## src/logic/rv_pkg.sv

```systemverilog
`default_nettype none

package rv_pkg;

    localparam int XLEN = 32;

    typedef logic [XLEN-1:0] word_t;
    typedef logic [4:0]      reg_idx_t;
    typedef logic [6:0]      opcode_t;
    typedef logic [2:0]      funct3_t;
    typedef logic [3:0]      mem_mask_t;

    // ********************
    // major opcodes
    // ********************
    localparam opcode_t OP_LUI    = 7'b0110111;
    localparam opcode_t OP_AUIPC  = 7'b0010111;
    localparam opcode_t OP_JAL    = 7'b1101111;
    localparam opcode_t OP_JALR   = 7'b1100111;
    localparam opcode_t OP_BRANCH = 7'b1100011;
    localparam opcode_t OP_LOAD   = 7'b0000011;
    localparam opcode_t OP_STORE  = 7'b0100011;
    localparam opcode_t OP_IMM    = 7'b0010011;
    localparam opcode_t OP_REG    = 7'b0110011;
    localparam opcode_t OP_SYSTEM = 7'b1110011;

    typedef enum logic [2:0] {R, I, S, B, U, J, NONE} inst_type_e;

    // low eight codes line up with {funct7[5], funct3}
    typedef enum logic [4:0] {
        ADD      = 5'd0,
        SLL      = 5'd1,
        SLT      = 5'd2,
        SLTU     = 5'd3,
        XOR      = 5'd4,
        SRL      = 5'd5,
        OR       = 5'd6,
        AND      = 5'd7,
        SUB      = 5'd8,
        SRA      = 5'd13,
        EQ       = 5'd16,
        NE       = 5'd17,
        LT       = 5'd18,
        GE       = 5'd19,
        LTU      = 5'd20,
        GEU      = 5'd21,
        NO_FUNCT = 5'd31
    } alu_funct_e;

    typedef struct packed {
        logic       pc_en;
        logic       is_branch;
        logic       is_jal;
        logic       is_jalr;
        logic       gpr_w_en;
        logic       alu_b_is_imm;
        alu_funct_e alu_funct;
        logic       mem_r_en;
        logic       mem_w_en;
        mem_mask_t  mem_size;      // unshifted byte mask
        logic       load_unsigned;
        logic       rd_is_mem;
        logic       is_lui;
        logic       is_auipc;
    } ctrl_t;

    typedef struct packed {
        opcode_t    opcode;
        funct3_t    funct3;
        logic       funct7_5;
        reg_idx_t   rs1;
        reg_idx_t   rs2;
        reg_idx_t   rd;
        inst_type_e inst_type;
    } fields_t;

endpackage

`default_nettype wire

```

## src/logic/rv_ctrl.sv

```systemverilog
`default_nettype none

module rv_ctrl (
    input  wire rv_pkg::fields_t fields,
    input  wire                  halted,
    output rv_pkg::ctrl_t        ctrl
);

    import rv_pkg::*;

    alu_funct_e branch_funct;
    alu_funct_e op_funct;
    logic       pc_en;

    // branch compare select
    always_comb begin
        case (fields.funct3)
            3'b000:  branch_funct = EQ;
            3'b001:  branch_funct = NE;
            3'b100:  branch_funct = LT;
            3'b101:  branch_funct = GE;
            3'b110:  branch_funct = LTU;
            3'b111:  branch_funct = GEU;
            default: branch_funct = NO_FUNCT;
        endcase
    end

    assign op_funct = alu_funct_e'({1'b0, fields.funct7_5, fields.funct3});

    // ecall stops the core here
    assign pc_en = !halted && (fields.opcode != OP_SYSTEM);

    always_comb begin
        ctrl = '0;
        ctrl.pc_en        = pc_en;
        ctrl.is_branch    = fields.opcode == OP_BRANCH;
        ctrl.is_jal       = fields.opcode == OP_JAL;
        ctrl.is_jalr      = fields.opcode == OP_JALR;
        ctrl.gpr_w_en     = pc_en && (fields.inst_type inside {R, I, U, J});
        ctrl.alu_b_is_imm = fields.inst_type inside {I, S};
        ctrl.mem_r_en     = pc_en && (fields.opcode == OP_LOAD);
        ctrl.mem_w_en     = pc_en && (fields.opcode == OP_STORE);
        ctrl.rd_is_mem    = fields.opcode == OP_LOAD;
        ctrl.is_lui       = fields.opcode == OP_LUI;
        ctrl.is_auipc     = fields.opcode == OP_AUIPC;

        case (fields.funct3[1:0])
            2'b00:   ctrl.mem_size = 4'b0001;
            2'b01:   ctrl.mem_size = 4'b0011;
            default: ctrl.mem_size = 4'b1111;
        endcase
        ctrl.load_unsigned = fields.funct3[2];

        case (fields.opcode)
            OP_AUIPC, OP_JALR, OP_LOAD, OP_STORE: begin
                ctrl.alu_funct = ADD;
            end
            OP_BRANCH: ctrl.alu_funct = branch_funct;
            OP_IMM: begin
                // only the right shifts look at funct7
                ctrl.alu_funct = (fields.funct3 == 3'b101) ? op_funct
                               : alu_funct_e'({2'b00, fields.funct3});
            end
            OP_REG:  ctrl.alu_funct = op_funct;
            default: ctrl.alu_funct = NO_FUNCT;
        endcase
    end

    // opcode decode here and the format from rv_decode must agree
    always_comb begin
        assert (!ctrl.mem_r_en || (fields.inst_type == I))
            else $error("rv_ctrl: load not decoded as I format");
        assert (!ctrl.mem_w_en || (fields.inst_type == S))
            else $error("rv_ctrl: store not decoded as S format");
    end

endmodule

`default_nettype wire

```

## src/logic/rv_decode.sv

```systemverilog
`default_nettype none

module rv_decode (
    input  wire rv_pkg::word_t inst,
    output rv_pkg::fields_t    fields,
    output rv_pkg::word_t      imm
);

    import rv_pkg::*;

    opcode_t opcode;

    assign opcode = inst[6:0];

    always_comb begin
        fields.opcode   = opcode;
        fields.funct3   = inst[14:12];
        fields.funct7_5 = inst[30];
        fields.rs1      = inst[19:15];
        fields.rs2      = inst[24:20];
        fields.rd       = inst[11:7];

        case (opcode)
            OP_REG:                   fields.inst_type = R;
            OP_IMM, OP_LOAD, OP_JALR: fields.inst_type = I;
            OP_STORE:                 fields.inst_type = S;
            OP_BRANCH:                fields.inst_type = B;
            OP_LUI, OP_AUIPC:         fields.inst_type = U;
            OP_JAL:                   fields.inst_type = J;
            default:                  fields.inst_type = NONE;
        endcase
    end

    // ********************
    // immediate assembly
    // ********************
    always_comb begin
        case (fields.inst_type)
            I: imm = {{20{inst[31]}}, inst[31:20]};
            S: imm = {{20{inst[31]}}, inst[31:25], inst[11:7]};
            B: begin
                imm = {{19{inst[31]}}, inst[31], inst[7], inst[30:25],
                       inst[11:8], 1'b0};
            end
            U: imm = {inst[31:12], 12'b0};
            J: begin
                imm = {{11{inst[31]}}, inst[31], inst[19:12], inst[20],
                       inst[30:21], 1'b0};
            end
            default: imm = '0;
        endcase
    end

endmodule

`default_nettype wire

```

## src/logic/rv_regfile.sv

```systemverilog
`default_nettype none

module rv_regfile (
    input  wire                   clk,
    input  wire                   rst_n,
    input  wire rv_pkg::reg_idx_t rs1,
    input  wire rv_pkg::reg_idx_t rs2,
    input  wire rv_pkg::reg_idx_t rd,
    input  wire                   w_en,
    input  wire rv_pkg::word_t    w_data,
    output rv_pkg::word_t         rs1_data,
    output rv_pkg::word_t         rs2_data
);

    import rv_pkg::*;

    word_t regs [32];

    // x0 is cleared at reset and never written
    always_ff @(posedge clk or negedge rst_n) begin
        if (!rst_n) begin
            for (int i = 0; i < 32; i++) begin
                regs[i] <= '0;
            end
        end else if (w_en && (rd != '0)) begin
            regs[rd] <= w_data;
        end
    end

    assign rs1_data = regs[rs1];
    assign rs2_data = regs[rs2];

endmodule

`default_nettype wire

```

## src/logic/rv_alu.sv

```systemverilog
`default_nettype none

module rv_alu (
    input  wire rv_pkg::alu_funct_e funct,
    input  wire rv_pkg::word_t      a,
    input  wire rv_pkg::word_t      b,
    output rv_pkg::word_t           result
);

    import rv_pkg::*;

    logic [4:0] shamt;
    logic       lt_s;
    logic       lt_u;
    logic       eq;

    assign shamt = b[4:0];
    assign lt_s  = $signed(a) < $signed(b);
    assign lt_u  = a < b;
    assign eq    = a == b;

    always_comb begin
        case (funct)
            ADD:      result = a + b;
            SUB:      result = a - b;
            SLL:      result = a << shamt;
            SRL:      result = a >> shamt;
            SRA:      result = word_t'($signed(a) >>> shamt);
            SLT:      result = word_t'(lt_s);
            SLTU:     result = word_t'(lt_u);
            XOR:      result = a ^ b;
            OR:       result = a | b;
            AND:      result = a & b;

            // ********************
            // branch compares, flag in bit 0
            // ********************
            EQ:       result = word_t'(eq);
            NE:       result = word_t'(!eq);
            LT:       result = word_t'(lt_s);
            GE:       result = word_t'(!lt_s);
            LTU:      result = word_t'(lt_u);
            GEU:      result = word_t'(!lt_u);

            NO_FUNCT: result = b;
            default:  result = '0;
        endcase
    end

endmodule

`default_nettype wire

```

## src/logic/rv_lsu.sv

```systemverilog
`default_nettype none

module rv_lsu (
    input  wire                rst_n,
    input  wire rv_pkg::ctrl_t ctrl,
    input  wire rv_pkg::word_t addr,
    input  wire rv_pkg::word_t store_data,
    output rv_pkg::word_t      dmem_addr,
    output rv_pkg::word_t      dmem_wdata,
    output rv_pkg::mem_mask_t  dmem_mask,
    output logic               dmem_w_en,
    output logic               dmem_r_en,
    input  wire rv_pkg::word_t dmem_rdata,
    output rv_pkg::word_t      load_data
);

    import rv_pkg::*;

    logic [1:0] offset;
    word_t      lane;

    assign offset    = addr[1:0];
    assign dmem_addr = {addr[XLEN-1:2], 2'b00};

    // byte lanes follow the low address bits
    assign dmem_mask  = ctrl.mem_size << offset;
    assign dmem_wdata = store_data << {offset, 3'b000};

    assign dmem_w_en = rst_n && ctrl.mem_w_en;
    assign dmem_r_en = rst_n && ctrl.mem_r_en;

    // addressed byte down to bit 0
    assign lane = dmem_rdata >> {offset, 3'b000};

    always_comb begin
        case (ctrl.mem_size)
            4'b0001: begin
                load_data = ctrl.load_unsigned ? word_t'(lane[7:0])
                          : {{24{lane[7]}}, lane[7:0]};
            end
            4'b0011: begin
                load_data = ctrl.load_unsigned ? word_t'(lane[15:0])
                          : {{16{lane[15]}}, lane[15:0]};
            end
            default: load_data = lane;
        endcase
    end

    always_comb begin
        if (rst_n && (ctrl.mem_r_en || ctrl.mem_w_en) && (ctrl.mem_size == 4'b0011)) begin
            assert (!addr[0])
                else $error("rv_lsu: misaligned half access at %h", addr);
        end
    end

endmodule

`default_nettype wire

```

## src/logic/rv_fetch.sv

```systemverilog
`default_nettype none

module rv_fetch #(
    parameter rv_pkg::word_t RESET_PC = '0
) (
    input  wire                clk,
    input  wire                rst_n,
    input  wire rv_pkg::ctrl_t ctrl,
    input  wire rv_pkg::word_t imm,
    input  wire rv_pkg::word_t rs1_data,
    input  wire                take_branch,
    output rv_pkg::word_t      pc,
    output logic               halted
);

    import rv_pkg::*;

    word_t jalr_target;
    word_t next_pc;

    assign jalr_target = rs1_data + imm;

    always_comb begin
        if (ctrl.is_jalr) begin
            next_pc = {jalr_target[XLEN-1:1], 1'b0};
        end else if (take_branch || ctrl.is_jal) begin
            next_pc = pc + imm;
        end else begin
            next_pc = pc + word_t'(4);
        end
    end

    // pc_en drops only for ecall or an already halted core
    always_ff @(posedge clk or negedge rst_n) begin
        if (!rst_n) begin
            pc     <= RESET_PC;
            halted <= 1'b0;
        end else if (ctrl.pc_en) begin
            pc <= next_pc;
        end else begin
            halted <= 1'b1;
        end
    end

    // parked for good once halted
    assert property (@(posedge clk) disable iff (!rst_n)
        halted |=> halted && $stable(pc));

endmodule

`default_nettype wire

```

## src/logic/rv_core.sv

```systemverilog
`default_nettype none

module rv_core #(
    parameter rv_pkg::word_t RESET_PC = '0
) (
    input  wire                clk,
    input  wire                rst_n,
    output rv_pkg::word_t      imem_addr,
    input  wire rv_pkg::word_t imem_data,
    output rv_pkg::word_t      dmem_addr,
    output rv_pkg::word_t      dmem_wdata,
    output rv_pkg::mem_mask_t  dmem_mask,
    output logic               dmem_w_en,
    output logic               dmem_r_en,
    input  wire rv_pkg::word_t dmem_rdata,
    output logic               halted
);

    import rv_pkg::*;

    fields_t fields;
    ctrl_t   ctrl;
    word_t   pc;
    word_t   pc_plus4;
    word_t   imm;
    word_t   rs1_data;
    word_t   rs2_data;
    word_t   alu_a;
    word_t   alu_b;
    word_t   alu_result;
    word_t   load_data;
    word_t   wb_data;
    logic    take_branch;

    assign imem_addr   = pc;
    assign pc_plus4    = pc + word_t'(4);
    assign take_branch = ctrl.is_branch && alu_result[0];

    // ********************
    // operand and write-back select
    // ********************
    assign alu_a = ctrl.is_auipc ? pc : rs1_data;
    assign alu_b = (ctrl.alu_b_is_imm || ctrl.is_auipc) ? imm : rs2_data;

    always_comb begin
        if (ctrl.rd_is_mem) begin
            wb_data = load_data;
        end else if (ctrl.is_jal || ctrl.is_jalr) begin
            wb_data = pc_plus4;
        end else if (ctrl.is_lui) begin
            wb_data = imm;
        end else begin
            wb_data = alu_result;
        end
    end

    rv_decode decode0 (.inst(imem_data), .fields(fields), .imm(imm));

    rv_ctrl ctrl0 (.fields(fields), .halted(halted), .ctrl(ctrl));

    rv_regfile regfile0 (
        .clk(clk), .rst_n(rst_n), .rs1(fields.rs1), .rs2(fields.rs2), .rd(fields.rd),
        .w_en(ctrl.gpr_w_en), .w_data(wb_data), .rs1_data(rs1_data), .rs2_data(rs2_data)
    );

    rv_alu alu0 (.funct(ctrl.alu_funct), .a(alu_a), .b(alu_b), .result(alu_result));

    rv_lsu lsu0 (
        .rst_n(rst_n), .ctrl(ctrl), .addr(alu_result), .store_data(rs2_data),
        .dmem_addr(dmem_addr), .dmem_wdata(dmem_wdata), .dmem_mask(dmem_mask),
        .dmem_w_en(dmem_w_en), .dmem_r_en(dmem_r_en), .dmem_rdata(dmem_rdata),
        .load_data(load_data)
    );

    rv_fetch #(.RESET_PC(RESET_PC)) fetch0 (
        .clk(clk), .rst_n(rst_n), .ctrl(ctrl), .imm(imm), .rs1_data(rs1_data),
        .take_branch(take_branch), .pc(pc), .halted(halted)
    );

endmodule

`default_nettype wire

```

## config.mk

```make
export PLATFORM = sky130hd
export DESIGN_NAME = rv_core
export DESIGN_NICKNAME = d
export VERILOG_FILES = /design/src/logic/rv_pkg.sv /design/src/logic/rv_ctrl.sv /design/src/logic/rv_decode.sv /design/src/logic/rv_regfile.sv /design/src/logic/rv_alu.sv /design/src/logic/rv_lsu.sv /design/src/logic/rv_fetch.sv /design/src/logic/rv_core.sv
export SDC_FILE = /design/constraint.sdc
export NUM_CORES = 2
export LEC_CHECK = 0
export BUFFER_PORTS_ARGS = -buffer_cell sky130_fd_sc_hd__buf_2
export CAP_MARGIN = 20
export CORE_UTILIZATION = 57
export CTS_CLUSTER_DIAMETER = 120
export DETAILED_ROUTE_END_ITERATION = 12
export PLACE_DENSITY_LB_ADDON = 0.12
export SLEW_MARGIN = 25
export SYNTH_ARGS = -nofsm -noshare
export SYNTH_HDL_FRONTEND = slang
export SYNTH_SLANG_ARGS = --single-unit
```

## constraint.sdc

```tcl
create_clock -name clk -period 13.4 [get_ports clk]
set_clock_uncertainty 0.05 [all_clocks]
set_input_delay 0.67 -clock clk [delete_from_list [all_inputs] [get_ports clk]]
set_output_delay 0.67 -clock clk [all_outputs]
set_load 0.005 [all_outputs]
```

==> results.ini <==
[clocking]
clockBufferDepth = 3
cts_tree = yes
cts-htree-levels = 3
clk_latency_ns = 0.81
clockRootBuffer = clkbuf_16
path_clk_slew_ns = 0.06
clkSinkCount = 1057
cts_buffers = 115
post_cts_resized = 0

[routing]
firstDrtPassIters = 9
wl_mm = 348
drc = 0
wl_per_cell_um = 34.9
drtIter0Drc = 11700
ant_nets = 0
num_vias = 75100
vias_per_cell = 7.54

[sta]
clock.fmax_mhz = 89.5
hold_viol = 0
period_share_pct = 83.4
slew_violations = 0
worst_pin_slew_ns = 1.26
min_period_ns = 11.17
slew_headroom_pct = 15.2
setup_viol = 0
finalSetupTns_ns = 0
rsz0062_at_grt = no

[worst_setup_path]
path_max_fanout = 22
crit_end = dmem_wdata[22]
worstReg2RegEnd = regfile0.regs[125]$_DFFE_PN0P_
crit_top_cell = nor2_1
critical-path-max-stage-delay_ns = 1.02
reg2reg_slack_ns = 3.94
crit_family = compound AO/OA/AOI/OAI gates
path_depth = 26
worst_r2r_path_depth = 24
path_buf_inv = 5
crit_type = in -> out
cp_slowest_cell = o32ai_1
cp.arrival_ns = 10.45
cp-startpoint = imem_data[2]
worstReg2RegStart = regfile0.regs[531]$_DFFE_PN0P_
worstSetupStartpointType = input port
critical_path_required_ns = 12.68
endpoint_kind = output port

[synthesis]
ys_types = 110
synthCells = 8428
avgSynthCellArea_sq_um = 9.23
syn_area_sq_mm = 0.0778
synth.ff_latch_count = 1057
ys.flop_type = dfrtp_1
synth_edf_count = 0
yosys_warnings = 0
yosysSeqAreaShare_pct = 34.0
async_reset_ff_share_pct = 100

[power_and_ir_drop]
pwr_density_cell_mw_per_mm2 = 113
vdd_drop_max_mv = 0.111
leakage_nw = 36.7

[die]
die-area_sq_mm = 0.138
row_count = 135
boundaryPins = 169
start_util_pct = 57.4
die_h_um = 371
die_w_um = 371
core_area_sq_mm = 0.135

[job]
maxCapViolations = 0

[outcome]
status = complete, no violations

[final_layout]
fillers = 11500
drive_above_1_share_pct = 15.4
area_delta_synth_final_pct = 8.11
nets = 8322
most-common-layout-cells = 1057 x dfrtp_1, 1012 x nand2_1, 791 x mux2i_1, 522 x nor2_1, 469 x o21ai_0
fin_util_pct = 62.1
layout_commonest_cell = dfrtp_1

[min_path]
hold_class = reg -> reg
worstHoldStart = regfile0.regs[1005]$_DFFE_PN0P_

[global_routing]
grt_max_degree = 174
grt_overflow = 0
grt.total_usage_pct = 49.5
grt_pass1_vias = 69900
grt_pass1_wl_mm = 497
antenna_found_initial = 16

[placement]
dp.final_hpwl_mm = 228
gp_congestion = 1.10
io_buffers = 166

## Yosys cell counts (all sizes together) (37+ instances only)
library cell	instances	share of area [%]
a211oi	55	0.55
a21o	51	0.49
a21oi	400	2.6
a221oi	37	0.44
a22oi	322	3.1
a31oi	308	2.5
a32oi	191	2.2
buf	309	2.5
clkbuf	582	2.8
dfrtp	1057	34
ha	162	2.6
inv	141	0.68
mux2	42	0.61
mux2i	800	10
mux4	374	11
nand2	1049	5.1
nand2b	80	0.64
nand3	358	2.3
nor2	563	2.7
nor3	125	0.81
nor4	48	0.39
o211ai	54	0.52
o21ai	588	3.8
o22ai	59	0.48
o31ai	149	1.5
xnor2	49	0.55
xor2	42	0.47
## per-stage QoR
stage               hold WS [ns]  area [sq um]  std cells  setup WS (ns)  power (mW)
floorplan                  0.324         77800       8429           5.06        5.02
global route               0.360         84100       9968           2.00        9.69
global placement           0.327         79700       9743           2.50        5.97
finish                     0.351         84100       9972           2.23        9.47
CTS                        0.348         83900       9957           2.71        9.33
detailed placement         0.334         79900       9746           2.28        6.00
## cell type report
type                            count  area (sq um)  share of cell area (%)
Clock buffer                      165          3320                    3.94
Antenna cell                        8          20.0                  0.0238
Timing Repair Buffer              435          3260                    3.88
Inverter                          143           542                   0.644
Sequential cell                  1057         26500                    31.4
Multi-Input combinational cell   6338         47600                    56.6
Clock inverter                     45           656                   0.780
Tap cell                         1781          2230                    2.65
## worst min path at each step
stage,endpoint,slack (ns),cells past startpoint
finish,regfile0.regs[1005]$_DFFE_PN0P_,0.35,0
global route,regfile0.regs[998]$_DFFE_PN0P_,0.36,0
CTS,regfile0.regs[1015]$_DFFE_PN0P_,0.35,0
detailed placement,regfile0.regs[1015]$_DFFE_PN0P_,0.33,0
global placement,regfile0.regs[1020]$_DFFE_PN0P_,0.33,0
floorplan,fetch0.halted$_DFFE_PN0N_,0.32,0
## worst reg2reg max path, stage by stage (launching register included)
cell and delay, ns:
dfrtp_1 0.39, mux4_2 0.51, mux4_2 0.54, nand2_1 0.09, nand2_1 0.37, mux2i_1 0.81
inv_1 0.11, ha_1 0.43, nor4_1 0.78, nand2_1 0.18, nor4_1 0.33, buf_4 0.22
o32ai_1 0.10, a211oi_1 0.25, o221a_2 0.23, o211ai_1 0.28, a211oi_1 0.65, o21a_2 0.42
buf_4 0.36, nand3_1 0.26, a31oi_4 0.35, buf_4 0.66, a21oi_2 0.29, buf_4 0.32
o31ai_1 0.30
## report_power, final
part / leakage [nW] / switching, mW / internal, mW
Combinational: 20.2 / 1.69 / 0.820
Clock: 1.94 / 1.44 / 1.94
Sequential: 14.6 / 0.228 / 3.36
## routing by layer
| layer | GRT usage, % | part of all wire [%] |
|---|---|---|
| met5 | 0 | 0.028 |
| met4 | 36.5 | 8.8 |
| met3 | 16.0 | 13 |
| met2 | 70.1 | 42 |
| met1 | 63.2 | 36 |
## registers in the layout, indices dropped and copies added (netlist names)
register,flops
fetch0.halted,1
fetch0.pc,32
regfile0.regs,1024
## timing repair
| item | 4_1_cts | 5_1_grt |
|---|---|---|
| endpoints found under the hold margin | 79 | 0 |
| hold buffers | 1 | 0 |
| buffers inserted | 0 | 0 |
## logic make-up after synthesis
logic type	Yosys count	synth area share (%)
other	1	0.00482
adders and majority gates	166	2.71
muxes	1216	21.8
buffers and inverters	1034	6.02
DFF	1057	34.0
AOI/OAI and AO/OA	2456	20.9
and+or+nand+nor	2407	13.6
xor gates and xnor gates	91	1.02
No activity file was read; power rests on OpenSTA's default activity.
